==> src/include/tag_lookup_params.svh <==
//*********************************************************************
// Tag lookup engine parameters: widths, depths, salts, host address
// map and lookup status codes
//*********************************************************************
`ifndef TAG_LOOKUP_PARAMS_SVH
`define TAG_LOOKUP_PARAMS_SVH

`define NUM_PU        4
`define TAG_KEY_W     16
`define BUCKET_AW     6        // 64 buckets per bank
`define VALUE_AW      7        // 128 values
`define TAG_VALUE_W   32
`define WB_AW         9
`define WB_DW         32

`define TAG_SALT0     16'h5a3c
`define TAG_SALT1     16'hc3a5

// Host address map
`define BANK0_BASE    9'h000
`define BANK1_BASE    9'h040
`define VALUE_BASE    9'h080
`define HIT_CNT_ADDR  9'h100
`define MISS_CNT_ADDR 9'h101

`define ST_MISS       2'd0
`define ST_HIT0       2'd1
`define ST_HIT1       2'd2
`define ST_DUAL       2'd3

`endif
==> src/hw/tag_lookup_pkg.sv <==
//*********************************************************************
// Tag lookup types: key, index and value vectors, pipeline structs
// and the host port state machine encoding
//*********************************************************************
`default_nettype none

`include "tag_lookup_params.svh"

package tag_lookup_pkg;

	typedef logic [`TAG_KEY_W-1:0]       tag_key_t;
	typedef logic [$clog2(`NUM_PU)-1:0]  pu_id_t;
	typedef logic [`BUCKET_AW-1:0]       bucket_idx_t;
	typedef logic [`VALUE_AW-1:0]        value_idx_t;
	typedef logic [`TAG_VALUE_W-1:0]     tag_value_t;
	typedef logic [1:0]                  lookup_status_t;

	// Host writes this as data bits 23..0
	typedef struct packed {
		logic       valid;
		tag_key_t   key;
		value_idx_t vidx;
	} bucket_entry_t;

	typedef struct packed {
		logic     valid;
		tag_key_t key;
		pu_id_t   pid;
	} tag_req_t;

	typedef struct packed {
		logic       valid;
		logic       hit;
		value_idx_t vidx;
		pu_id_t     pid;
	} bank_verdict_t;

	typedef struct packed {
		logic           valid;
		lookup_status_t status;
		tag_value_t     value;
		pu_id_t         pid;
	} lookup_result_t;

	typedef enum logic {IDLE, ACK} host_state_e;

endpackage

`default_nettype wire

==> src/hw/tag_hash_bank.sv <==
//*********************************************************************
// Salted hash bank: 64-entry bucket table with host write port and a
// registered key compare per lookup
//*********************************************************************
`timescale 1ns/1ns
`default_nettype none

`include "tag_lookup_params.svh"

module tag_hash_bank
	import tag_lookup_pkg::*;
#(
	parameter logic [`TAG_KEY_W-1:0] SALT = `TAG_SALT0
) (
	input  wire                clk,
	input  wire                rst_n,
	input  wire tag_req_t      lookup_req,
	input  wire                wr_en,
	input  wire bucket_idx_t   wr_idx,
	input  wire bucket_entry_t wr_entry,
	output bank_verdict_t      verdict
);

	localparam int DEPTH = 1 << `BUCKET_AW;

	logic [DEPTH-1:0] ent_valid;    // Cleared on reset, so all buckets start invalid
	tag_key_t         ent_key [DEPTH];
	value_idx_t       ent_vidx [DEPTH];
	bucket_idx_t      rd_idx;
	logic             rd_hit;

	// Fold salted key into 6-bit groups
	function automatic bucket_idx_t tag_hash(input tag_key_t k);
		tag_key_t x;
		x = k ^ SALT;
		return x[5:0] ^ x[11:6] ^ {2'b00, x[15:12]};
	endfunction

	assign rd_idx = tag_hash(lookup_req.key);
	assign rd_hit = ent_valid[rd_idx] && (ent_key[rd_idx] == lookup_req.key);

	always_ff @(posedge clk or negedge rst_n) begin
		if (!rst_n) begin
			ent_valid <= '0;
			verdict   <= '0;
		end else begin
			if (wr_en)
				ent_valid[wr_idx] <= wr_entry.valid;
			verdict <= '{valid: lookup_req.valid,
			             hit:   lookup_req.valid && rd_hit,
			             vidx:  ent_vidx[rd_idx],
			             pid:   lookup_req.pid};
		end
	end

	// Same-edge write leaves the registered verdict with the old entry
	always_ff @(posedge clk) begin
		if (wr_en) begin
			ent_key[wr_idx]  <= wr_entry.key;
			ent_vidx[wr_idx] <= wr_entry.vidx;
		end
	end

endmodule

`default_nettype wire

==> config.mk <==
export PLATFORM = sky130hd
export DESIGN_NAME = tag_hash_bank
export DESIGN_NICKNAME = d
export VERILOG_FILES = /design/src/hw/tag_lookup_pkg.sv /design/src/hw/tag_hash_bank.sv
export VERILOG_INCLUDE_DIRS = /design/src /design/src/include
export SDC_FILE = /design/constraint.sdc
export NUM_CORES = 2
export LEC_CHECK = 0
export BUFFER_PORTS_ARGS = -buffer_cell sky130_fd_sc_hd__buf_2
export CAP_MARGIN = 30
export CORE_ASPECT_RATIO = 1.4
export CORE_MARGIN = 3
export CORE_UTILIZATION = 40
export DETAILED_ROUTE_END_ITERATION = 12
export PLACE_DENSITY = 0.64
export SYNTH_ARGS = -nofsm -noshare
export SYNTH_HDL_FRONTEND = slang
export SYNTH_SLANG_ARGS = --single-unit
==> constraint.sdc <==
create_clock -name clk -period 6.05 [get_ports clk]
set_input_delay 0.605 -clock clk [delete_from_list [all_inputs] [get_ports clk]]
set_output_delay 0.605 -clock clk [all_outputs]
set_load 0.03 [all_outputs]
### After elaboration in Yosys (flattened, before gate mapping)

Memory sizes are Yosys's and may differ from the RTL's. A register that Yosys moved wholly into a read port is not among the register bits.
Cells that the tools add are included.

* bits in read-only memories: 0
* input port bits: 52
* memories: 2
* memory bits (writable): 1472
* register bits after elaboration: 68
* latch bits: 0

* muxes and demuxes: 7
* $add $sub $neg: 0
* equality and inequality tests: 1
* order comparisons: 3
* div/mod/pow operators: 0
* shift-type cells: 0
* bitwise logic cells: 3
* multiply operators: 0
* reduce and logical (&&, ||, !) cells: 4

Memory list
* ent_key: depth 64, bits a word 16, read ports 1, clocked after Yosys merged registers in 0, wr ports 1, line tag_hash_bank.sv:27 `tag_key_t ent_key [DEPTH];`
* ent_vidx: depth 64, bits a word 7, read ports 1, clocked after Yosys merged registers in 1, wr ports 1, line tag_hash_bank.sv:28 `value_idx_t ent_vidx [DEPTH];`

Operator list (count)
* $bwmux 64: 1
* $eq 16x16->1: 1
* $lt 6x7->1 const B: 2
* $not 8->8: 1
* $bmux 1 s6: 1
* $demux 1 s6: 1
* $ge 6x1->1 const B: 1
* $xor 6x4->6: 1
* $xor 6x6->6: 1
* $mux 1: 4
* $logic_and 1x1->1: 3
* $logic_not 1->1: 1

### Depth between registers and ports, before layout

* depth in word-level cells: 7
* mapped depth: 16
* depth with buffers taken out: 10

### Worst setup path before layout

Ideal clock, no wire load.

* path kind: input port to flip-flop
* start point: input port wr_idx[5]
* end point: register ent_valid[48]
* stages: 5
* setup time: 0.125 ns
* setup slack: 2.535 ns
* arrival time: 3.391 ns
* data required time: 5.925 ns
* cell sequence: clkbuf_1 -> nand3_1 -> or3_1 -> nor3_1 -> mux2_2

* word-level cells in the longest chain between the ends: 5
* elaborated cells on any way between the ends: 6
* classes of those cells: order compare (2); mux (3); reduce/logical (1)

Ends and longest elaborated chain
* start, declared: line tag_hash_bank.sv:19 `input wire bucket_idx_t wr_idx,`
* $lt 6x7->1 (implied by the code) / $ge 6x1->1 (equally long branches): line tag_hash_bank.sv:48 `ent_valid[wr_idx] <= wr_entry.valid;`
* $logic_and 1x1->1 (implied by the code): line tag_hash_bank.sv:48
* $mux 1 (implied by the code): line tag_hash_bank.sv:48
* $demux 1 s6 (*): line tag_hash_bank.sv:48
* $bwmux 64 (*): line tag_hash_bank.sv:48
* end signal, assigned by index: line tag_hash_bank.sv:48
* end, declared: line tag_hash_bank.sv:26 `logic [DEPTH-1:0] ent_valid;`

Every way passes the cells marked *; elsewhere a longest branch is shown, timed or not.
A chain may end at the register's enable or synchronous reset.

### Worst setup path after layout

* start point: input port lookup_req[2] (netlist bit)
* end point: register verdict[9] (netlist bit)

* word-level cells in the longest chain between the ends: 6
* elaborated cells on any way between the ends: 8
* classes of those cells: eq/ne (1); mux (2); bitwise (2); reduce/logical (2); memory (1)

Ends and longest elaborated chain
* start, declared: line tag_hash_bank.sv:17 `input wire tag_req_t lookup_req,`
* $xor 6x6->6: line tag_hash_bank.sv:36 `return x[5:0] ^ x[11:6] ^ {2'b00, x[15:12]};`
* $xor 6x4->6: line tag_hash_bank.sv:36
* $mem_v2 64x16 / $bmux 1 s6 (equally long branches)
* $eq 16x16->1 / $mux 1 (equally long branches): line tag_hash_bank.sv:40 `assign rd_hit = ent_valid[rd_idx] && (ent_key[rd_idx] == lookup_req.key);`
* $logic_and 1x1->1 (*): line tag_hash_bank.sv:40
* $logic_and 1x1->1 (*): line tag_hash_bank.sv:50 `hit: lookup_req.valid && rd_hit,`
* end signal, assigned: line tag_hash_bank.sv:49 `verdict <= '{valid: lookup_req.valid,`
* end, declared: line tag_hash_bank.sv:21 `output bank_verdict_t verdict`

Every way passes the cells marked *; elsewhere a longest branch is shown, timed or not. The select of a mux whose other input is x is not followed.

==> flow_results.xml <==
<?xml version="1.0" encoding="UTF-8"?>
<metrics>
  <group name="finish">
    <metric name="layout-drive-gt1-share" unit="%">21.7</metric>
    <metric name="utilization" unit="%">46.0</metric>
    <metric name="area_growth_syn_to_layout" unit="%">14.0</metric>
    <metric name="fin_nets" unit="">3731</metric>
    <metric name="multi_input_comb_area" unit="sq um">14400</metric>
    <metric name="fillerInstances" unit="">12612</metric>
    <metric name="sequential_area" unit="sq um">46100</metric>
  </group>
  <group name="flow_run">
    <metric name="maxCapViolations" unit="">0</metric>
  </group>
  <group name="worst_setup_path">
    <metric name="critical_path_data_arrival_time" unit="ps">4920</metric>
    <metric name="cp-end-kind" unit="">flip-flop</metric>
    <metric name="critical_path_required" unit="ps">6750</metric>
    <metric name="critPathSlowestCell" unit="">sky130_fd_sc_hd__xnor3_4</metric>
    <metric name="worst_path_largest_cell_delay" unit="ps">1000</metric>
    <metric name="crit_path_cell_trace" unit="">buf_2 &gt; xnor3_4 &gt; buf_4 &gt; mux4_2 &gt; o2111ai_1 &gt; nand4_1 &gt; xor2_1 &gt; nor3_1 &gt; o211ai_1 &gt; a21oi_1 &gt; and4_1</metric>
    <metric name="cp-start-kind" unit="">input port</metric>
    <metric name="critPathKind" unit="">in -&gt; reg</metric>
    <metric name="path_max_fanout" unit="">44</metric>
  </group>
  <group name="floorplan">
    <metric name="top_level_ports" unit="">63</metric>
    <metric name="initial_utilization" unit="%">40.3</metric>
    <metric name="core_area" unit="sq um">152000</metric>
    <metric name="number_of_standard_cell_rows_in_the_floorplan" unit="">169</metric>
    <metric name="die_span_y" unit="um">469</metric>
    <metric name="floorplan.die.width" unit="um">336</metric>
    <metric name="die_outline_area" unit="sq um">158000</metric>
  </group>
  <group name="placed_design">
    <metric name="port_buffers" unit="">62</metric>
    <metric name="estimated_wirelength_of_the_detail_placed_design" unit="um">106000</metric>
    <metric name="routability_cong" unit="">0.910</metric>
  </group>
  <group name="global_routing">
    <metric name="grt_remaining_overflow" unit="">0</metric>
    <metric name="first_pass_grt_wire_length" unit="um">250000</metric>
    <metric name="first_global_vias" unit="">33951</metric>
    <metric name="grt_util_all_layers" unit="%">22.3</metric>
    <metric name="largest_net_degree_at_the_start_of_global_routing" unit="">70</metric>
    <metric name="number_of_antenna_violations_at_the_first_check_in_global_routing" unit="">19</metric>
  </group>
  <group name="detailed_routing">
    <metric name="drt_wl_total" unit="um">176000</metric>
    <metric name="drt_pass1_iterations" unit="">6</metric>
    <metric name="num_vias" unit="">34050</metric>
    <metric name="wire_per_inst" unit="um">30.4</metric>
    <metric name="drc_errors" unit="">0</metric>
    <metric name="initial_drc_count" unit="">3933</metric>
    <metric name="final_antenna_net_count" unit="">0</metric>
    <metric name="via_per_inst" unit="">5.90</metric>
  </group>
  <group name="logic_synthesis">
    <metric name="synth_fp_nets" unit="">3578</metric>
    <metric name="post_synthesis_cell_area" unit="sq um">61100</metric>
    <metric name="yosys_warnings" unit="">0</metric>
    <metric name="netlist_instances" unit="">3526</metric>
    <metric name="yosys_most_used_dff" unit="">sky130_fd_sc_hd__edfxtp_1</metric>
    <metric name="count_of_flip_flops_with_a_built_in_enable_after_synthesis" unit="">1472</metric>
    <metric name="yosysUniqueCellTypes" unit="">64</metric>
    <metric name="synth_area_per_cell" unit="sq um">17.3</metric>
    <metric name="synth-async-reset-ratio" unit="%">4.85</metric>
    <metric name="seq_area_frac_synth" unit="%">75.4</metric>
    <metric name="ys_seq_elements" unit="">1547</metric>
  </group>
  <group name="sta">
    <metric name="setup_repair_after_global_routing_missed_its_margin" unit="">false</metric>
    <metric name="timing.final.crit_period" unit="ps">4220</metric>
    <metric name="max_clock_freq" unit="GHz">0.237</metric>
    <metric name="report.final.setup_viol" unit="">0</metric>
    <metric name="setup_total_negative_slack" unit="ps">0</metric>
    <metric name="worst_slew_margin_rel" unit="%">29.1</metric>
    <metric name="final.period_utilization" unit="%">69.7</metric>
    <metric name="report.final.slew_viol_count" unit="">0</metric>
    <metric name="worst-slew-pin-transition" unit="ps">1060</metric>
    <metric name="finalHoldViolCount" unit="">0</metric>
    <metric name="clock-skew-final" unit="ps">21.5</metric>
  </group>
  <group name="outcome">
    <metric name="status" unit="">complete, no violations</metric>
  </group>
  <group name="cts">
    <metric name="clockBufferDepth" unit="">3</metric>
    <metric name="cts_sinks" unit="">1547</metric>
    <metric name="cts_root_buffer" unit="">sky130_fd_sc_hd__clkbuf_16</metric>
    <metric name="post_cts_hold_buffer_count" unit="">3</metric>
    <metric name="postcts_resize_cnt" unit="">0</metric>
    <metric name="cts.reportedPaths.clkPinSlew" unit="ps">70</metric>
    <metric name="cts_setup_buffers" unit="">0</metric>
    <metric name="clkLatencyLatePin" unit="ps">780</metric>
    <metric name="cts_buffers" unit="">136</metric>
    <metric name="tritoncts" unit="">yes</metric>
    <metric name="cts_htree_levels" unit="">4</metric>
  </group>
  <group name="power_and_ir_drop">
    <metric name="vdd_ir_drop_max" unit="mV">0.212</metric>
    <metric name="power_leakage" unit="nW">23.0</metric>
    <metric name="pwr_density_cell" unit="nW/um^2">349</metric>
  </group>
  <group name="hold_path">
    <metric name="min-delay-path-class" unit="">in -&gt; reg</metric>
  </group>
</metrics>
-- cell usage after synthesis (all sizes together) (14+ instances only) --
library cell	count	share of area [%]
mux2i	100	1.6
a32oi	39	0.56
nor3	20	0.18
dfrtp	75	3.1
a31oi	71	0.73
a22oi	14	0.17
a21oi	21	0.17
nand3	210	1.7
nor2	110	0.68
edfxtp	1472	72
and3	45	0.46
mux4	238	8.9
nand4	53	0.54
buf	142	1.4
nand2	656	4.0
clkbuf	66	0.42
mux2	68	1.3
-- stage by stage --
step	cell area, sq um	setup slack [ps]	power (mW)	hold WS (ps)	std cells
global placement	64500	968	15.2	483	5487
detailed placement	64800	988	15.3	490	5503
CTS	69600	1800	24.4	67.4	5758
finish	69700	1830	24.3	112	5771
global route	69700	1710	25.0	80.1	5762
floorplan	61100	2530	14.0	309	3526
-- worst max-delay path, delay by kind of cell --
family	cells	cell delay, ps
simple gates	3	860
xor+xnor	2	1310
mux	1	590
buf+inv	2	710
compound gates	3	770
-- cell type report --
class	count	share of cell area (%)
sequential	1547	66.1
multi-input combinational	1768	20.7
clock buffer	167	5.37
tap	1966	3.53
timing repair buffer	223	2.73
clock inverter	85	1.48
antenna	12	0.0431
inverter	3	0.0162
-- state kept, by name, indices dropped and copies added (netlist names) --
register and count:
ent_key 1024, ent_valid 64, ent_vidx 448, verdict 11
-- placed cells by master, fill, tap and decap left out, types with 25 or more instances in the layout --
master and n:
sky130_fd_sc_hd__edfxtp_1 1472, sky130_fd_sc_hd__dfrtp_1 75, sky130_fd_sc_hd__nand2_1 656, sky130_fd_sc_hd__a32oi_1 39
sky130_fd_sc_hd__nand4_1 53, sky130_fd_sc_hd__mux4_2 223, sky130_fd_sc_hd__mux2i_1 100, sky130_fd_sc_hd__buf_4 130
sky130_fd_sc_hd__nand3_1 210, sky130_fd_sc_hd__nor2_1 39, sky130_fd_sc_hd__buf_2 61, sky130_fd_sc_hd__nor2_4 52
sky130_fd_sc_hd__and3_1 45, sky130_fd_sc_hd__a31oi_1 71, sky130_fd_sc_hd__clkinv_2 25, sky130_fd_sc_hd__clkbuf_16 145
sky130_fd_sc_hd__mux2_2 68
-- path summary, 6_finish.rpt --
kind,startpoint,to,slack [ps],cells past startpoint
max in group asynchronous,rst_n,ent_valid[31],4440,3
min in group asynchronous,rst_n,ent_valid[60],370,2
max reg2reg,ent_key[13][3],verdict[9],3180,8
max,lookup_req[2],verdict[9],1830,11
min,lookup_req[18],verdict[10],110,1
min reg2reg,ent_valid[62],ent_valid[62],500,1
-- routing by layer --
metal / GRT usage [%] / vias to the layer above / routed length [um]
met5: 0 / - / 41
met4: 11.2 / 6 / 9620
met3: 3.86 / 410 / 14400
met2: 37.9 / 1728 / 88800
met1: 27.6 / 17791 / 62800
li1: - / 14115 / -
-- cell families after synthesis --
family,after synthesis,share of synthesized area (%)
AND/OR/NAND/NOR,1120,7.92
flip-flops,1547,75.4
buffers and inverters,211,1.82
XOR/XNOR,31,0.634
AO/OA/AOI/OAI,211,2.50
multiplexers,406,11.7
-- where the power goes --
part | internal [mW] | total (mW) | switching [mW]
logic | 1.08 | 3.14 | 2.06
registers | 11.9 | 11.9 | 0.0530
clock network | 5.34 | 9.28 | 3.94
(Power assumes the default switching activity.)
