**src/include/tag_lookup_params.svh**
```systemverilog
//*********************************************************************
// Tag lookup engine parameters: widths, depths, salts, host address
// map and lookup status codes
//*********************************************************************
`ifndef TAG_LOOKUP_PARAMS_SVH
`define TAG_LOOKUP_PARAMS_SVH

`define NUM_PU        4
`define TAG_KEY_W     16
`define BUCKET_AW     6        // 64 buckets per bank
`define VALUE_AW      7        // 128 values
`define TAG_VALUE_W   32
`define WB_AW         9
`define WB_DW         32

`define TAG_SALT0     16'h5a3c
`define TAG_SALT1     16'hc3a5

// Host address map
`define BANK0_BASE    9'h000
`define BANK1_BASE    9'h040
`define VALUE_BASE    9'h080
`define HIT_CNT_ADDR  9'h100
`define MISS_CNT_ADDR 9'h101

`define ST_MISS       2'd0
`define ST_HIT0       2'd1
`define ST_HIT1       2'd2
`define ST_DUAL       2'd3

`endif
```
**src/hw/tag_lookup_pkg.sv**
```systemverilog
//*********************************************************************
// Tag lookup types: key, index and value vectors, pipeline structs
// and the host port state machine encoding
//*********************************************************************
`default_nettype none

`include "tag_lookup_params.svh"

package tag_lookup_pkg;

	typedef logic [`TAG_KEY_W-1:0]       tag_key_t;
	typedef logic [$clog2(`NUM_PU)-1:0]  pu_id_t;
	typedef logic [`BUCKET_AW-1:0]       bucket_idx_t;
	typedef logic [`VALUE_AW-1:0]        value_idx_t;
	typedef logic [`TAG_VALUE_W-1:0]     tag_value_t;
	typedef logic [1:0]                  lookup_status_t;

	// Host writes this as data bits 23..0
	typedef struct packed {
		logic       valid;
		tag_key_t   key;
		value_idx_t vidx;
	} bucket_entry_t;

	typedef struct packed {
		logic     valid;
		tag_key_t key;
		pu_id_t   pid;
	} tag_req_t;

	typedef struct packed {
		logic       valid;
		logic       hit;
		value_idx_t vidx;
		pu_id_t     pid;
	} bank_verdict_t;

	typedef struct packed {
		logic           valid;
		lookup_status_t status;
		tag_value_t     value;
		pu_id_t         pid;
	} lookup_result_t;

	typedef enum logic {IDLE, ACK} host_state_e;

endpackage

`default_nettype wire

```
**src/hw/tag_req_arbiter.sv**
```systemverilog
//*********************************************************************
// PU request arbiter: one pending slot per PU, round-robin grant of
// one lookup per cycle with a one-cycle acknowledge
//*********************************************************************
`timescale 1ns/1ns
`default_nettype none

`include "tag_lookup_params.svh"

module tag_req_arbiter
	import tag_lookup_pkg::*;
(
	input  wire                clk,
	input  wire                rst_n,
	input  wire [`NUM_PU-1:0]  req,
	input  wire tag_key_t      key [`NUM_PU],
	output logic [`NUM_PU-1:0] ack,
	output tag_req_t           lookup_req
);

	logic [`NUM_PU-1:0] pending;
	tag_key_t           key_q [`NUM_PU];
	pu_id_t             rr_ptr;    // First PU to consider
	pu_id_t             cand;
	pu_id_t             gnt_id;
	logic               gnt_found;
	logic [`NUM_PU-1:0] gnt_vec;

	// Lowest pending PU at or after the pointer
	always_comb begin
		gnt_found = 1'b0;
		gnt_id    = rr_ptr;
		cand      = rr_ptr;
		for (int off = 0; off < `NUM_PU; off++) begin
			cand = rr_ptr + pu_id_t'(off);    // wraps at NUM_PU
			if (!gnt_found && pending[cand]) begin
				gnt_found = 1'b1;
				gnt_id    = cand;
			end
		end
	end

	assign gnt_vec = gnt_found ? (`NUM_PU'(1) << gnt_id) : '0;

	assign lookup_req = '{valid: gnt_found, key: key_q[gnt_id], pid: gnt_id};

	always_ff @(posedge clk or negedge rst_n) begin
		if (!rst_n) begin
			pending <= '0;
			rr_ptr  <= '0;
			ack     <= '0;
		end else begin
			// A new request may land on the cycle its old grant clears
			pending <= (pending & ~gnt_vec) | req;
			ack     <= gnt_vec;
			if (gnt_found)
				rr_ptr <= gnt_id + pu_id_t'(1);
		end
	end

	always_ff @(posedge clk) begin
		for (int i = 0; i < `NUM_PU; i++) begin
			if (req[i])
				key_q[i] <= key[i];
		end
	end

endmodule

`default_nettype wire

```
**config.mk**
```make
export PLATFORM = sky130hd
export DESIGN_NAME = tag_req_arbiter
export DESIGN_NICKNAME = d
export VERILOG_FILES = /design/src/hw/tag_lookup_pkg.sv /design/src/hw/tag_req_arbiter.sv
export VERILOG_INCLUDE_DIRS = /design/src /design/src/include
export SDC_FILE = /design/constraint.sdc
export NUM_CORES = 1
export LEC_CHECK = 0
export BUFFER_PORTS_ARGS = -buffer_cell sky130_fd_sc_hd__buf_2
export CAP_MARGIN = 25
export CORE_ASPECT_RATIO = 1.25
export CORE_MARGIN = 5
export CORE_UTILIZATION = 46
export CTS_CLUSTER_SIZE = 25
export DETAILED_ROUTE_END_ITERATION = 10
export GPL_TIMING_DRIVEN = 1
export PLACE_DENSITY = 0.84
export SKIP_CTS_REPAIR_TIMING = 1
export SLEW_MARGIN = 10
export SYNTH_ARGS = -nofsm -noshare
export SYNTH_HDL_FRONTEND = slang
export SYNTH_SLANG_ARGS = --single-unit
export TNS_END_PERCENT = 30
```
**constraint.sdc**
```tcl
create_clock -name clk -period 1.6 [get_ports clk]
set_input_delay 0.08 -clock clk [delete_from_list [all_inputs] [get_ports clk]]
set_output_delay 0.08 -clock clk [all_outputs]
set_load 0.01 [all_outputs]
```
Word level (Yosys, flattened, before mapping)
Memory sizes are Yosys's and may differ from the RTL's.
Index checks and enable logic that the tools add are counted.

operators by class
  add/sub/neg operators = 4
  order comparisons = 4
  shifts and indexed selects = 1
  multiplexer cells = 24
  bitwise operators = 3
  reduce and logical (&&, ||, !) cells = 6

operators with widths
  kind                   number
  $mux W1                16
  $lt A2 B3 Y1 const B   4
  $bmux W1 S2            4
  $mux W2                3
  $add A2 B1 Y2 const B  2
  $add A2 B2 Y2 const B  2
  $and A4 B4 Y4          1
  $mux W4                1
  $not A4 Y4             1
  $or A4 B4 Y4           1
  $shl A1 B2 Y4 const A  1
  $logic_and A1 B1 Y1    3
  $logic_not A1 Y1       3

storage, ports and cells
  flip-flop bits (word level) = 10
  memory bits (writable) = 64
  input bits = 70
  output and inout port bits = 23
  word-level logic and storage cells = 46
  memories = 1

memories
  memory  words  width  rd ports  clocked after memory_dff  wr ports  RTL line               RTL
  key_q   4      16     1         0                         4         tag_req_arbiter.sv:22  tag_key_t key_q [`NUM_PU];

Depth between registers and ports, before layout
Gate-level depths: netlist of the first run.

  depth in word-level cells = 17
  depth in mapped cells = 9
  gate-level depth less buffers = 6

Worst setup path after synthesis of the first run
No wires, ideal clock.

  path kind = reg2out
  from = reg pending[0]
  to = out lookup_req[4] (netlist name)
  data arrival time = 1.646 ns
  path slack = -0.126 ns
  stages on the path, launching flop included = 10
  path buffers = 3
  cell sequence = dfrtp_1 > buf_2 > nor2b_1 > o21a_1 > or2_1 > buf_6 > inv_4 > buf_6 > a21oi_2 > a32oi_1

RTL lines
  what                    RTL line               RTL
  start, declared         tag_req_arbiter.sv:21  logic [`NUM_PU-1:0] pending;
  start signal, assigned  tag_req_arbiter.sv:54  pending <= (pending & ~gnt_vec) | req;
  end, declared           tag_req_arbiter.sv:18  output tag_req_t lookup_req

==> results.md, run 1 <==
- The final net count is 464.
- The total wire length is 9.50 mm.
- The number of global-route vias before repair was roughly 2200.
- The checks that failed: negative setup slack.
- The first-pass detailed-route iteration total is 4.
- The area fraction of the dominant cell type after synthesis is 64.2%.
- Once routing completed, OpenROAD measured the worst setup slack at -0.672 ns.
- From left edge to right edge, the die measures 82.1 um.
- The number of nets with antenna violations after detailed routing is 0.
- The clock passes through at most 2 buffers.
- The number of antenna diodes in the final layout is 0.
- Entering global routing, the biggest net connects 23 pins.
- Synthesis inferred 74 register bits.
- The clock net in this run drives a total of 74 sinks.
- The leakage power summed over all cells is 0.00201 uW.
- For the worst setup path, the data required time is between 1.5 and 2 ns.
- The layout-stage area growth over the synthesis result is 65.6%.
- The first global-routing pass estimated 10.9 mm of wire.
- The signal on the critical path passes through nor3b_4 > a2111oi_4 > or2_4 > buf_6 > clkinv_8 > clkbuf_16 > a21oi_4 > a32oi_2 > buf_2.
- The count of buffers inserted at the top-level ports is between 90 and 100.
- The count of different cell masters after synthesis is 30.
- Yosys attributes the largest share of cell area to edfxtp_1 (64%), dfrtp_1 (8.4%), nand2_1 (6.3%).
- The H-tree was split into 3 levels.
- The number of vias per cell after detailed routing is 5.11.
- The clock tree root driver cell is clkbuf_8.
- The transition time at the pin with the least slew margin is 0.490 ns.
- The critical path's largest stage delay is 0.45 ns.
- The number of antenna violations at the first check in global routing was 0.
- During I/O placement, the number of pins put on the boundary was 93.
- The floorplan step defined a core boundary enclosing 6250 um^2.
- After clock tree synthesis, the clock-pin slew on the worst setup and hold paths is about 0.080 ns.
- Of the cells placed in the final design, the portion with a size suffix greater than 1 is between 40% and 50%.
- For the finished layout, the period the worst path requires is roughly 2.3 ns.
- The setup TNS is -11.02 ns.
- The flow ran to the end, but the final reports show violations.
- The congestion estimate from routability-driven global placement came to 0.847.
- The post-synthesis cell count is 212.
- The critical path class is flip-flop to primary output.
- For this design, the slowest cell found on the critical path is dfrtp_2.
- The number of standard cells in the final layout excluding fillers is 484.
- On the critical path the largest part of the delay comes from simple AND/OR/NAND/NOR gates.
- Measured in cells, the most critical reg-to-reg path has a length of 7.
- In the final routed layout, each cell accounts on average for 19.6 um.
- The proportion of register bits with asynchronous set or reset after synthesis is 13.5%.
- After legalization and detailed placement, the total HPWL measured 5.13 mm.
- The number of enable-type register cells in the synthesized netlist is 64.
- The area of the mapped netlist is 2990 um^2.
- Setup violations remaining at the end of the flow were counted as 20.
- The worst setup path is captured at a primary output.
- The number of buffers and inverters on the critical path is 4.
- Derived from the worst setup path, the maximum achievable clock frequency is 440 MHz.
- edfxtp_1 takes more of the synthesized area than any other cell.
- The initial utilization of the core area, before any placement, comes to 47.9%.
- The global-route total usage across every layer is 18.4%.
- The routed layout has between 2000 and 2500 vias.
- Setup repair after global routing could not meet its margin everywhere.
- The synthesized netlist net count is 282.
- The worst setup path is launched from a flip-flop.
- The worst min-delay path category is primary input to async pin.
- The total power divided by cell area is 2110 nW/um^2.
- The hold slack is 0.127 ns.
- The normalized max-slew margin is 67.3%.
- The insertion delay of the later-clocked pin in the worst-skew pair is approximately 0.35 ns.
- For the final database, setup skew stands at 0.00722 ns.
- The post-route cell area is about 5000 um^2.
- In this run the worst path has a maximum fanout of 7.
- The floorplan die height is 100 um.
- After detailed placement, the design holds a cell count of 395.
- The max-cap violation count is 0.
- In this run the number of cells on the critical path is 9.
- The arrival time of data at the critical path endpoint is 2.19 ns.
- For this run, design rule violations remaining after detail routing come to 0.
- TritonCTS built the clock tree.
- The total overflow left after global routing is 0.
- The count of final max-slew check failures is 0.
- The floorplan die area is 8230 um^2.
- The number of violations reported at the end of detailed-routing iteration 0 is 146.
- The most frequently used flop master after synthesis is edfxtp_1.
- The post-synthesis sequential area ratio is 72.6%.
- The standard-cell row count is 32.
- The average instance in the mapped netlist occupies 14.1 um^2.
- The final number of hold-violating endpoints is 0.
- The area after detailed placement is 3760 um^2.
- Buffers inserted during clock tree synthesis total 9.
- For this run, the number of Yosys warnings is 0.
- The final period utilization is 142%.
- VDD sags by at most between 1.5 and 2 mV.
==> cell families after synthesis <==
family	share of synthesized area [%]
buffers and inverters	5.23
DFF	72.6
and+or+nand+nor	8.36
AOI/OAI and AO/OA	13.8
==> layout make-up <==
cell class,count,area (um^2)
Sequential cell,74,2170
Timing Repair Buffer,185,1460
Fill cell,359,1290
Multi-Input combinational cell,115,971
Clock buffer,9,124
Tap cell,85,106
Clock inverter,7,70.1
Inverter,9,46.3
==> through the flow <==
stage | worst slack [ns] | util, % | total power [uW]
2_1_floorplan | -0.0884 | - | 5690
3_3_place_gp | -0.231 | 60.3 | 7240
3_5_place_dp | -0.302 | 60.3 | 7390
4_1_cts | -0.693 | 63.4 | 8780
5_1_grt | -0.736 | 79.3 | 10900
6_report | -0.672 | 79.3 | 10500
==> layout by cell type, fill, tap and decap left out, types with 7 or more instances in the layout <==
master / netlist / routed
buf_6: 7 / 7
nand2_1: 50 / 43
a32oi_2: 0 / 16
a21oi_2: 13 / 8
dfrtp_1: 10 / 8
edfxtp_1: 64 / 64
clkbuf_8: 0 / 9
buf_4: 3 / 13
dlygate4sd3_1: 0 / 65
buf_2: 3 / 92
a21oi_4: 0 / 9
==> cell usage after synthesis, types with 2 or more instances <==
| library cell | n |
|---|---|
| edfxtp_1 | 64 |
| a21o_1 | 2 |
| inv_1 | 7 |
| a32oi_1 | 16 |
| buf_2 | 3 |
| buf_6 | 7 |
| o22ai_1 | 2 |
| dfrtp_1 | 10 |
| a21oi_1 | 9 |
| nand2_1 | 50 |
| buf_4 | 3 |
| a21oi_2 | 13 |
| o21ai_1 | 3 |
| nor2_1 | 6 |
| o21bai_1 | 2 |
==> state kept, by name (all words and copies together), names as in the netlist <==
| signal | cells |
|---|---|
| key_q | 64 |
| rr_ptr | 2 |
| ack | 4 |
| pending | 4 |
==> worst reg2reg max path: stages (launching register included) <==
cell,delay (ns)
dfrtp_2,0.44
buf_4,0.21
nor2_1,0.07
o21ai_1,0.22
o221ai_4,0.22
clkbuf_16,0.24
nor2_1,0.11
a21oi_1,0.05
==> per-layer routing <==
layer  vias up  global-route usage [%]  routed length, um
li1       1153                       -                  -
met1      1198                    20.0               3430
met2       110                    32.8               5350
met3        12                    5.39                552
met4         0                    7.54                165
met5         -                       0                  0
==> worst paths after layout <==
check                      startpoint             to  slack (ns)
setup / recovery            rr_ptr[1]  lookup_req[9]       -0.67
hold / removal                  rst_n     pending[0]        0.13
setup reg to reg           pending[1]      rr_ptr[0]       -0.07
hold reg to reg            pending[2]     pending[2]        0.73
max in group asynchronous       rst_n      rr_ptr[1]        1.25
min in group clk               req[3]    key_q[3][7]        0.20
==> report_power, final <==
part / internal (uW) / switching, uW
sequential: 2370 / 181
combinational: 3100 / 3380
clock: 713 / 720
Power figures use the tool's default switching activity.
==> run 2: changes to the inputs <==
--- a/config.mk
+++ b/config.mk
@@ -8,13 +8,12 @@
 export LEC_CHECK = 0
 export BUFFER_PORTS_ARGS = -buffer_cell sky130_fd_sc_hd__buf_2
 export CAP_MARGIN = 25
-export CORE_ASPECT_RATIO = 1.25
 export CORE_MARGIN = 5
-export CORE_UTILIZATION = 46
+export CORE_UTILIZATION = 50
 export CTS_CLUSTER_SIZE = 25
 export DETAILED_ROUTE_END_ITERATION = 10
 export GPL_TIMING_DRIVEN = 1
-export PLACE_DENSITY = 0.84
+export PLACE_DENSITY = 0.86
 export SKIP_CTS_REPAIR_TIMING = 1
 export SLEW_MARGIN = 10
 export SYNTH_ARGS = -nofsm -noshare
==> constraint.sdc (replaced) <==
create_clock -name clk -period 2.6 [get_ports clk]
set_input_delay 0.13 -clock clk [delete_from_list [all_inputs] [get_ports clk]]
set_output_delay 0.13 -clock clk [all_outputs]
set_load 0.1 [all_outputs]
==> run 2 against run 1 <==
The flow still finishes with violations (negative setup slack). Critical endpoint is now lookup_req[14]. Register-to-register slack improved by 0.97 ns. Sequential cell count did not move. Largest cell class unchanged. Count of clock-buffer cells in the layout rose by 7. First-iteration DRC count rose by 0.68%. Critical path depth fell by 2. Routed wire length fell by 8.1%. Setup slack improved by 0.60 ns. Highest routed layer unchanged. Via count rose by 0.32%. Non-clock buffer count fell by 19. Sequential share of layout area rose by 2.8 points.
==> results.md, run 2 (synthesis gave the netlist of run 1 again) <==
- The area of the core region came to 5890 um^2 (was 6250 um^2).
- The wire length of the first global-routing pass was 10.5 mm (was 10.9 mm).
- The post-CTS clock slew at the launch and capture registers of the worst setup and hold paths is 0.07 ns (was 0.08 ns).
- Outcome: complete, but fails checks (unchanged).
- The total wire length is 8.73 mm (was 9.50 mm).
- The critical path class is flip-flop to primary output (unchanged).
- The number of remaining DRC errors is 0 (unchanged).
- The leftover overflow at the end of global routing was 0 (unchanged).
- The vias after detailed routing came to 2481 (was 2473).
- The max-cap violation count was 0 (unchanged).
- The number of buffers inserted during clock tree synthesis came to 9 (unchanged).
- The arrival time of data at the critical path endpoint was 2.54 ns (was 2.19 ns).
- The floorplan die area is 7630 um^2 (was 8230 um^2).
- The worst min-delay path category is primary input to async pin (unchanged).
- The count of final max-slew check failures is 0 (unchanged).
- The number of nets with antenna violations after detailed routing was 0 (unchanged).
- The count of buffers inserted at the top-level ports is 92 (unchanged).
- The clock tree from TritonCTS was yes (unchanged).
- The CTS H-tree depth is 3 (unchanged).
- The most common cell after layout, fill and taps aside was buf_2 (unchanged).
- The required time of the critical path was 2.47 ns (was 1.52 ns).
- The endpoint class of the critical path is a primary output (unchanged).
- The final number of hold-violating endpoints is 0 (unchanged).
- The number of flip-flops in the largest register is 64 (unchanged).
- The post-DP HPWL is 4.91 mm (was 5.13 mm).
- The post-route worst setup slack is -0.0696 ns (was -0.672 ns).
- The I/O pin total came to 93 (unchanged).
- Top library cells by usage in the layout, fill and taps aside: buf_2 (76), dlygate4sd3_1 (65), edfxtp_1 (64) (was buf_2 (92), dlygate4sd3_1 (65), edfxtp_1 (64)).
- The final cell utilization of the core is 79.1% (was 79.3%).
- The average detailed-routed wire length per instance came to 19.1 um (was 19.6 um).
- Timing would allow up to 375 MHz.
- The normalized max-slew margin is 68.3% (was 67.3%).
- The final period utilization is 103%.
- The clock tree root driver cell is clkbuf_8 (unchanged).
- The initial core utilization is 50.9% (was 47.9%).
- The layout-stage area growth over the synthesis result is 55.6% (was 65.6%).
- The final net count is 446 (was 464).
- The global-route total usage across every layer was 18.7% (was 18.4%).
- The antenna diode count is 0 (unchanged).
- Violations in the final reports: negative setup slack (unchanged).
- The worst-path maximum fanout came to 32 (was 7).
- The number of violations reported at the end of detailed-routing iteration 0 came to 147 (was 146).
- The pin count of the biggest net entering global routing is 33 (was 23).
- The transition time at the pin with the least slew margin is 0.463 ns (was 0.490 ns).
- The floorplan die height was 87.4 um (was 100 um).
- The number of global-route vias before repair is 2134 (was 2224).
- The standard-cell row count is 28 (was 32).
- The hold slack is 0.187 ns (was 0.127 ns).
- The x dimension of the die was 87.4 um (was 82.1 um).
- The largest register by flop count was key_q (unchanged).
- The number of antenna violations at the first check in global routing came to 0 (unchanged).
- The post-placement setup slack came to 0.213 ns (was -0.302 ns).
- The insertion delay of the later-clocked pin in the worst-skew pair is 0.33 ns (was 0.35 ns).
- The final clock skew is 0.00350 ns (was 0.00722 ns).
- The first-pass detailed-route iteration total came to 4 (unchanged).
- The setup TNS is -0.695 ns (was -11.02 ns).
- The smallest clock period supported by the final layout is computed as 2.67 ns.
- The kind of start point of the critical path is a flip-flop (unchanged).
- The final count of negative-setup-slack endpoints came to 15 (was 20).
- The number of vias per cell after detailed routing came to 5.44 (was 5.11).
- The placer congestion estimate is 0.777 (was 0.847).
- The fraction of final layout cells sized beyond drive strength 1 is 37.8% (was 47.6%).
- The total clock sinks was 74 (unchanged).
- Leading registers by flop count: key_q (64), ack (4), pending (4) (unchanged).
- The buffer depth of the longest clock path is 2 (unchanged).
## run 2: cell count changes in the layout (fill, tap and decap cells not counted), moves of 7 or more
cell and delta:
buf_2 -16, buf_6 -7, nand2_1 +7, clkbuf_1 +7, buf_12 +8, a21oi_4 -9
## run 2: metal layers
layer / vias to the layer above / global-route usage [%] / part of all wire (%)
met2: 116 / 32.6 / 57
met3: 27 / 3.69 / 5.0
met1: 1224 / 21.6 / 35
li1: 1114 / - / -
met4: 0 / 9.62 / 3.0
met5: - / 0 / 0
## run 2: final timing paths
kind                                 start              to  slack (ns)  depth (start not counted)
worst min register to register  pending[0]          ack[0]        0.63                          2
worst min-delay path                 rst_n      pending[3]        0.19                          2
max in group asynchronous            rst_n      pending[0]        2.21                          2
worst max register to register   rr_ptr[0]       rr_ptr[0]        0.90                          6
min in group clk                    req[1]     key_q[1][9]        0.27                          1
worst max-delay path             rr_ptr[0]  lookup_req[14]       -0.07                          7
## run 2: metrics by stage
step	std cells	instance area, um^2
2_1_floorplan	212	3100
3_3_place_gp	371	3750
3_5_place_dp	371	3750
4_1_cts	387	3910
5_1_grt	456	4660
6_report	456	4660
## run 2: critical path, cell delays in order (launching register included)
cell and delay (ns):
dfrtp_1 0.52, nor2b_4 0.09, a2111oi_0 0.45, or2_1 0.29
buf_12 0.22, nand2_1 0.09, a32oi_2 0.19, clkbuf_4 0.35
## run 2: area by class of cell
type	instances	area [um^2]
sequential	74	2170
timing repair buffer	166	1360
fill	302	1230
multi-input combinational	115	812
clock buffer	16	150
tap	75	93.8
inverter	9	60.1
timing repair inverter	1	8.76
Power of run 2 is left out: the tool's default activity adds up to more than one toggle a clock period on the data nets, which glitch-free logic cannot reach.
==> run 3: changes to the inputs <==
--- a/config.mk
+++ b/config.mk
@@ -10,6 +10,7 @@
 export CAP_MARGIN = 25
 export CORE_MARGIN = 5
 export CORE_UTILIZATION = 50
+export CTS_BUF_LIST = sky130_fd_sc_hd__clkbuf_16
 export CTS_CLUSTER_SIZE = 25
 export DETAILED_ROUTE_END_ITERATION = 10
 export GPL_TIMING_DRIVEN = 1
==> run 3 against run 2 <==
Register-to-register slack lost 0.05 ns. Count of clock-buffer cells in the layout is 7 lower. Maximum frequency up 2.6%. Clock skew shrank 0.0022 ns. The flow still finishes with violations (negative setup slack). Cell count shrank 0.66%. Non-clock buffer count is 4 lower. Critical endpoint is now lookup_req[7]. Critical path depth stayed put. Design area grew 1.6%. Sequential share of layout area decreased by 0.73 points. Die area unchanged.
==> results.md, run 3 (synthesis gave the netlist of run 1 again) <==
- The final number of hold-violating endpoints is 0 (unchanged).
- The achievable clock frequency is 384 MHz (was 375 MHz).
- The number of antenna violations at the first check in global routing is 0 (unchanged).
- The critical path's largest stage delay is 0.52 ns (about the same).
- The initial core utilization is 50.9% (unchanged).
- The vias after detailed routing is 2513 (was 2481).
- The count of final max-slew check failures is 0 (unchanged).
- Violations in the final reports: negative setup slack (unchanged).
- The number of global-route vias before repair came to 2142 (was 2134).
- The average detailed-routed wire length per instance is 20.4 um (was 19.1 um).
- The floorplan die height is 87.4 um (unchanged).
- The final count of negative-setup-slack endpoints was 1 (was 15).
- The CTS H-tree depth is 3 (unchanged).
- The x dimension of the die is 87.4 um (unchanged).
- Leading registers by flop count: key_q (64), ack (4), pending (4) (unchanged).
- The insertion delay of the later-clocked pin in the worst-skew pair was 0.32 ns (was 0.33 ns).
- The hold slack is 0.00635 ns (was 0.187 ns).
- The count of buffers inserted at the top-level ports is 92 (unchanged).
- The critical path's top delay family is compound AO/OA/AOI/OAI gates (unchanged).
- The post-layout minimum cycle time is 2.60 ns (was 2.67 ns).
- The placer congestion estimate was 0.777 (unchanged).
- The endpoint class of the critical path was a primary output (unchanged).
- The master of the slowest instance on the critical path is dfrtp_1 (unchanged).
- The worst min-delay path category is primary input to flip-flop (was primary input to async pin).
- The transition time at the pin with the least slew margin is 0.512 ns (was 0.463 ns).
- The fraction of final layout cells sized beyond drive strength 1 is 37.7% (was 37.8%).
- The critical path class was flip-flop to primary output (unchanged).
- The global-route total usage across every layer is 19.3% (was 18.7%).
- The total clock sinks was 74 (unchanged).
- The number of violations reported at the end of detailed-routing iteration 0 is 179 (was 147).
- The first-pass detailed-route iteration total is 4 (unchanged).
- The area of the core region is 5890 um^2 (unchanged).
- The number of nets with antenna violations after detailed routing is 0 (unchanged).
- The floorplan die area came to 7630 um^2 (unchanged).
- The clock tree from TritonCTS is yes (unchanged).
- The number of flip-flops in the largest register was 64 (unchanged).
- The leftover overflow at the end of global routing is 0 (unchanged).
- The number of vias per cell after detailed routing is 5.55 (was 5.44).
- The final cell utilization of the core came to 80.4% (was 79.1%).
- The final net count is 442 (was 446).
- Ordered cell list for the critical path: nor2b_4 > a2111oi_0 > or2_4 > buf_12 > nand2_1 > a32oi_1 > buf_12 (was nor2b_4 > a2111oi_0 > or2_1 > buf_12 > nand2_1 > a32oi_2 > clkbuf_4).
- The most common cell after layout, fill and taps aside is buf_2 (unchanged).
- The worst-path maximum fanout is 32 (unchanged).
- The number of buffers inserted during clock tree synthesis is 9 (unchanged).
- Top library cells by usage in the layout, fill and taps aside: buf_2 (76), dlygate4sd3_1 (64), edfxtp_1 (64) (was buf_2 (76), dlygate4sd3_1 (65), edfxtp_1 (64)).
- The post-CTS clock slew at the launch and capture registers of the worst setup and hold paths is 0.05 ns (was 0.07 ns).
- The largest register by flop count is key_q (unchanged).
- The number of remaining DRC errors is 0 (unchanged).
- The layout-stage area growth over the synthesis result is 58.0% (was 55.6%).
- The clock tree root driver cell was clkbuf_16 (was clkbuf_8).
- The count of buffer and inverter cells on the critical path is 2 (unchanged).
- The standard-cell row count is 28 (unchanged).
- The normalized max-slew margin is 65.9% (was 68.3%).
- Among the stages of the critical path, the cell type that occurs most often is buf_12.
- The buffer depth of the longest clock path is 2 (unchanged).
- The final clock skew is 0.00129 ns (was 0.00350 ns).
- Outcome: complete, but fails checks (unchanged).
- The required time of the critical path is 2.47 ns (about the same).
- The kind of start point of the critical path is a flip-flop (unchanged).
- The total wire length is 9.23 mm (was 8.73 mm).
- The post-DP HPWL is 4.91 mm (unchanged).
- The post-route worst setup slack is -0.00252 ns (was -0.0696 ns).
- The max-cap violation count came to 0 (unchanged).
- The arrival time of data at the critical path endpoint is 2.47 ns (was 2.54 ns).
- The pin count of the biggest net entering global routing came to 33 (unchanged).
- The wire length of the first global-routing pass is 10.7 mm (was 10.5 mm).
- The fill cell instance count of the final layout is 291 (was 302).
- The final period utilization is 100% (was 103%).
- The I/O pin total is 93 (unchanged).
-- run 3: cell count changes in the layout (fill, tap and decap cells not counted), sizes merged --
cell / change
dlygate4sd3: -1
diode: +1
clkbuf: -7
buf: -3
inv: +7
-- run 3: layer usage --
metal  routed length (um)  vias to the layer above  GRT usage (%)
li1                     -                     1114              -
met2                 5180                      137           34.0
met3                  579                       34           3.31
met4                  367                        0           10.7
met1                 3100                     1228           22.1
met5                    0                        -              0
-- run 3: cell type report --
cell class              instances  area [um^2]  area share (%)
repair inverters                1         8.76           0.185
clock buffers                   9          225            4.76
flip-flops and latches         74         2170            46.0
diodes                          1         2.50          0.0529
multi-input cells             115          815            17.2
well taps                      75         93.8            1.98
repair buffers                162         1320            28.0
inverters                       9         60.1            1.27
clock inverters                 7         26.3           0.556
-- run 3: worst reg2reg max path, delay by kind of cell, from the launching register on --
family,cells,cell delay [ns]
AO/OA/AOI/OAI,3,0.48
buffers and inverters,2,0.49
flip-flops,1,0.43
AND/OR/NAND/NOR,2,0.23
-- run 3: per-stage QoR --
stage                     instances  cell area [um^2]  setup TNS (ns)  worst slack, ns
after floorplan                 212              3100           -3.31           -0.539
after global placement          371              3750               0            0.288
after detailed placement        371              3750               0            0.213
after CTS                       387              4010          -0.529           -0.137
after global routing            452              4730          -0.401          -0.0737
final                           453              4730        -0.00252         -0.00252
-- run 3: path summary, 6_finish.rpt --
path,slack (ns),end,from,cells after the start
max,-0.003,lookup_req[7],rr_ptr[0],7
min,0.006,key_q[2][0],key[16],1
max reg2reg,0.85,rr_ptr[0],pending[1],7
max in group asynchronous,2.19,pending[0],rst_n,2
min in group asynchronous,0.20,ack[3],rst_n,2
min reg2reg,0.67,ack[0],pending[0],2
Power of run 3 is left out for the same reason.
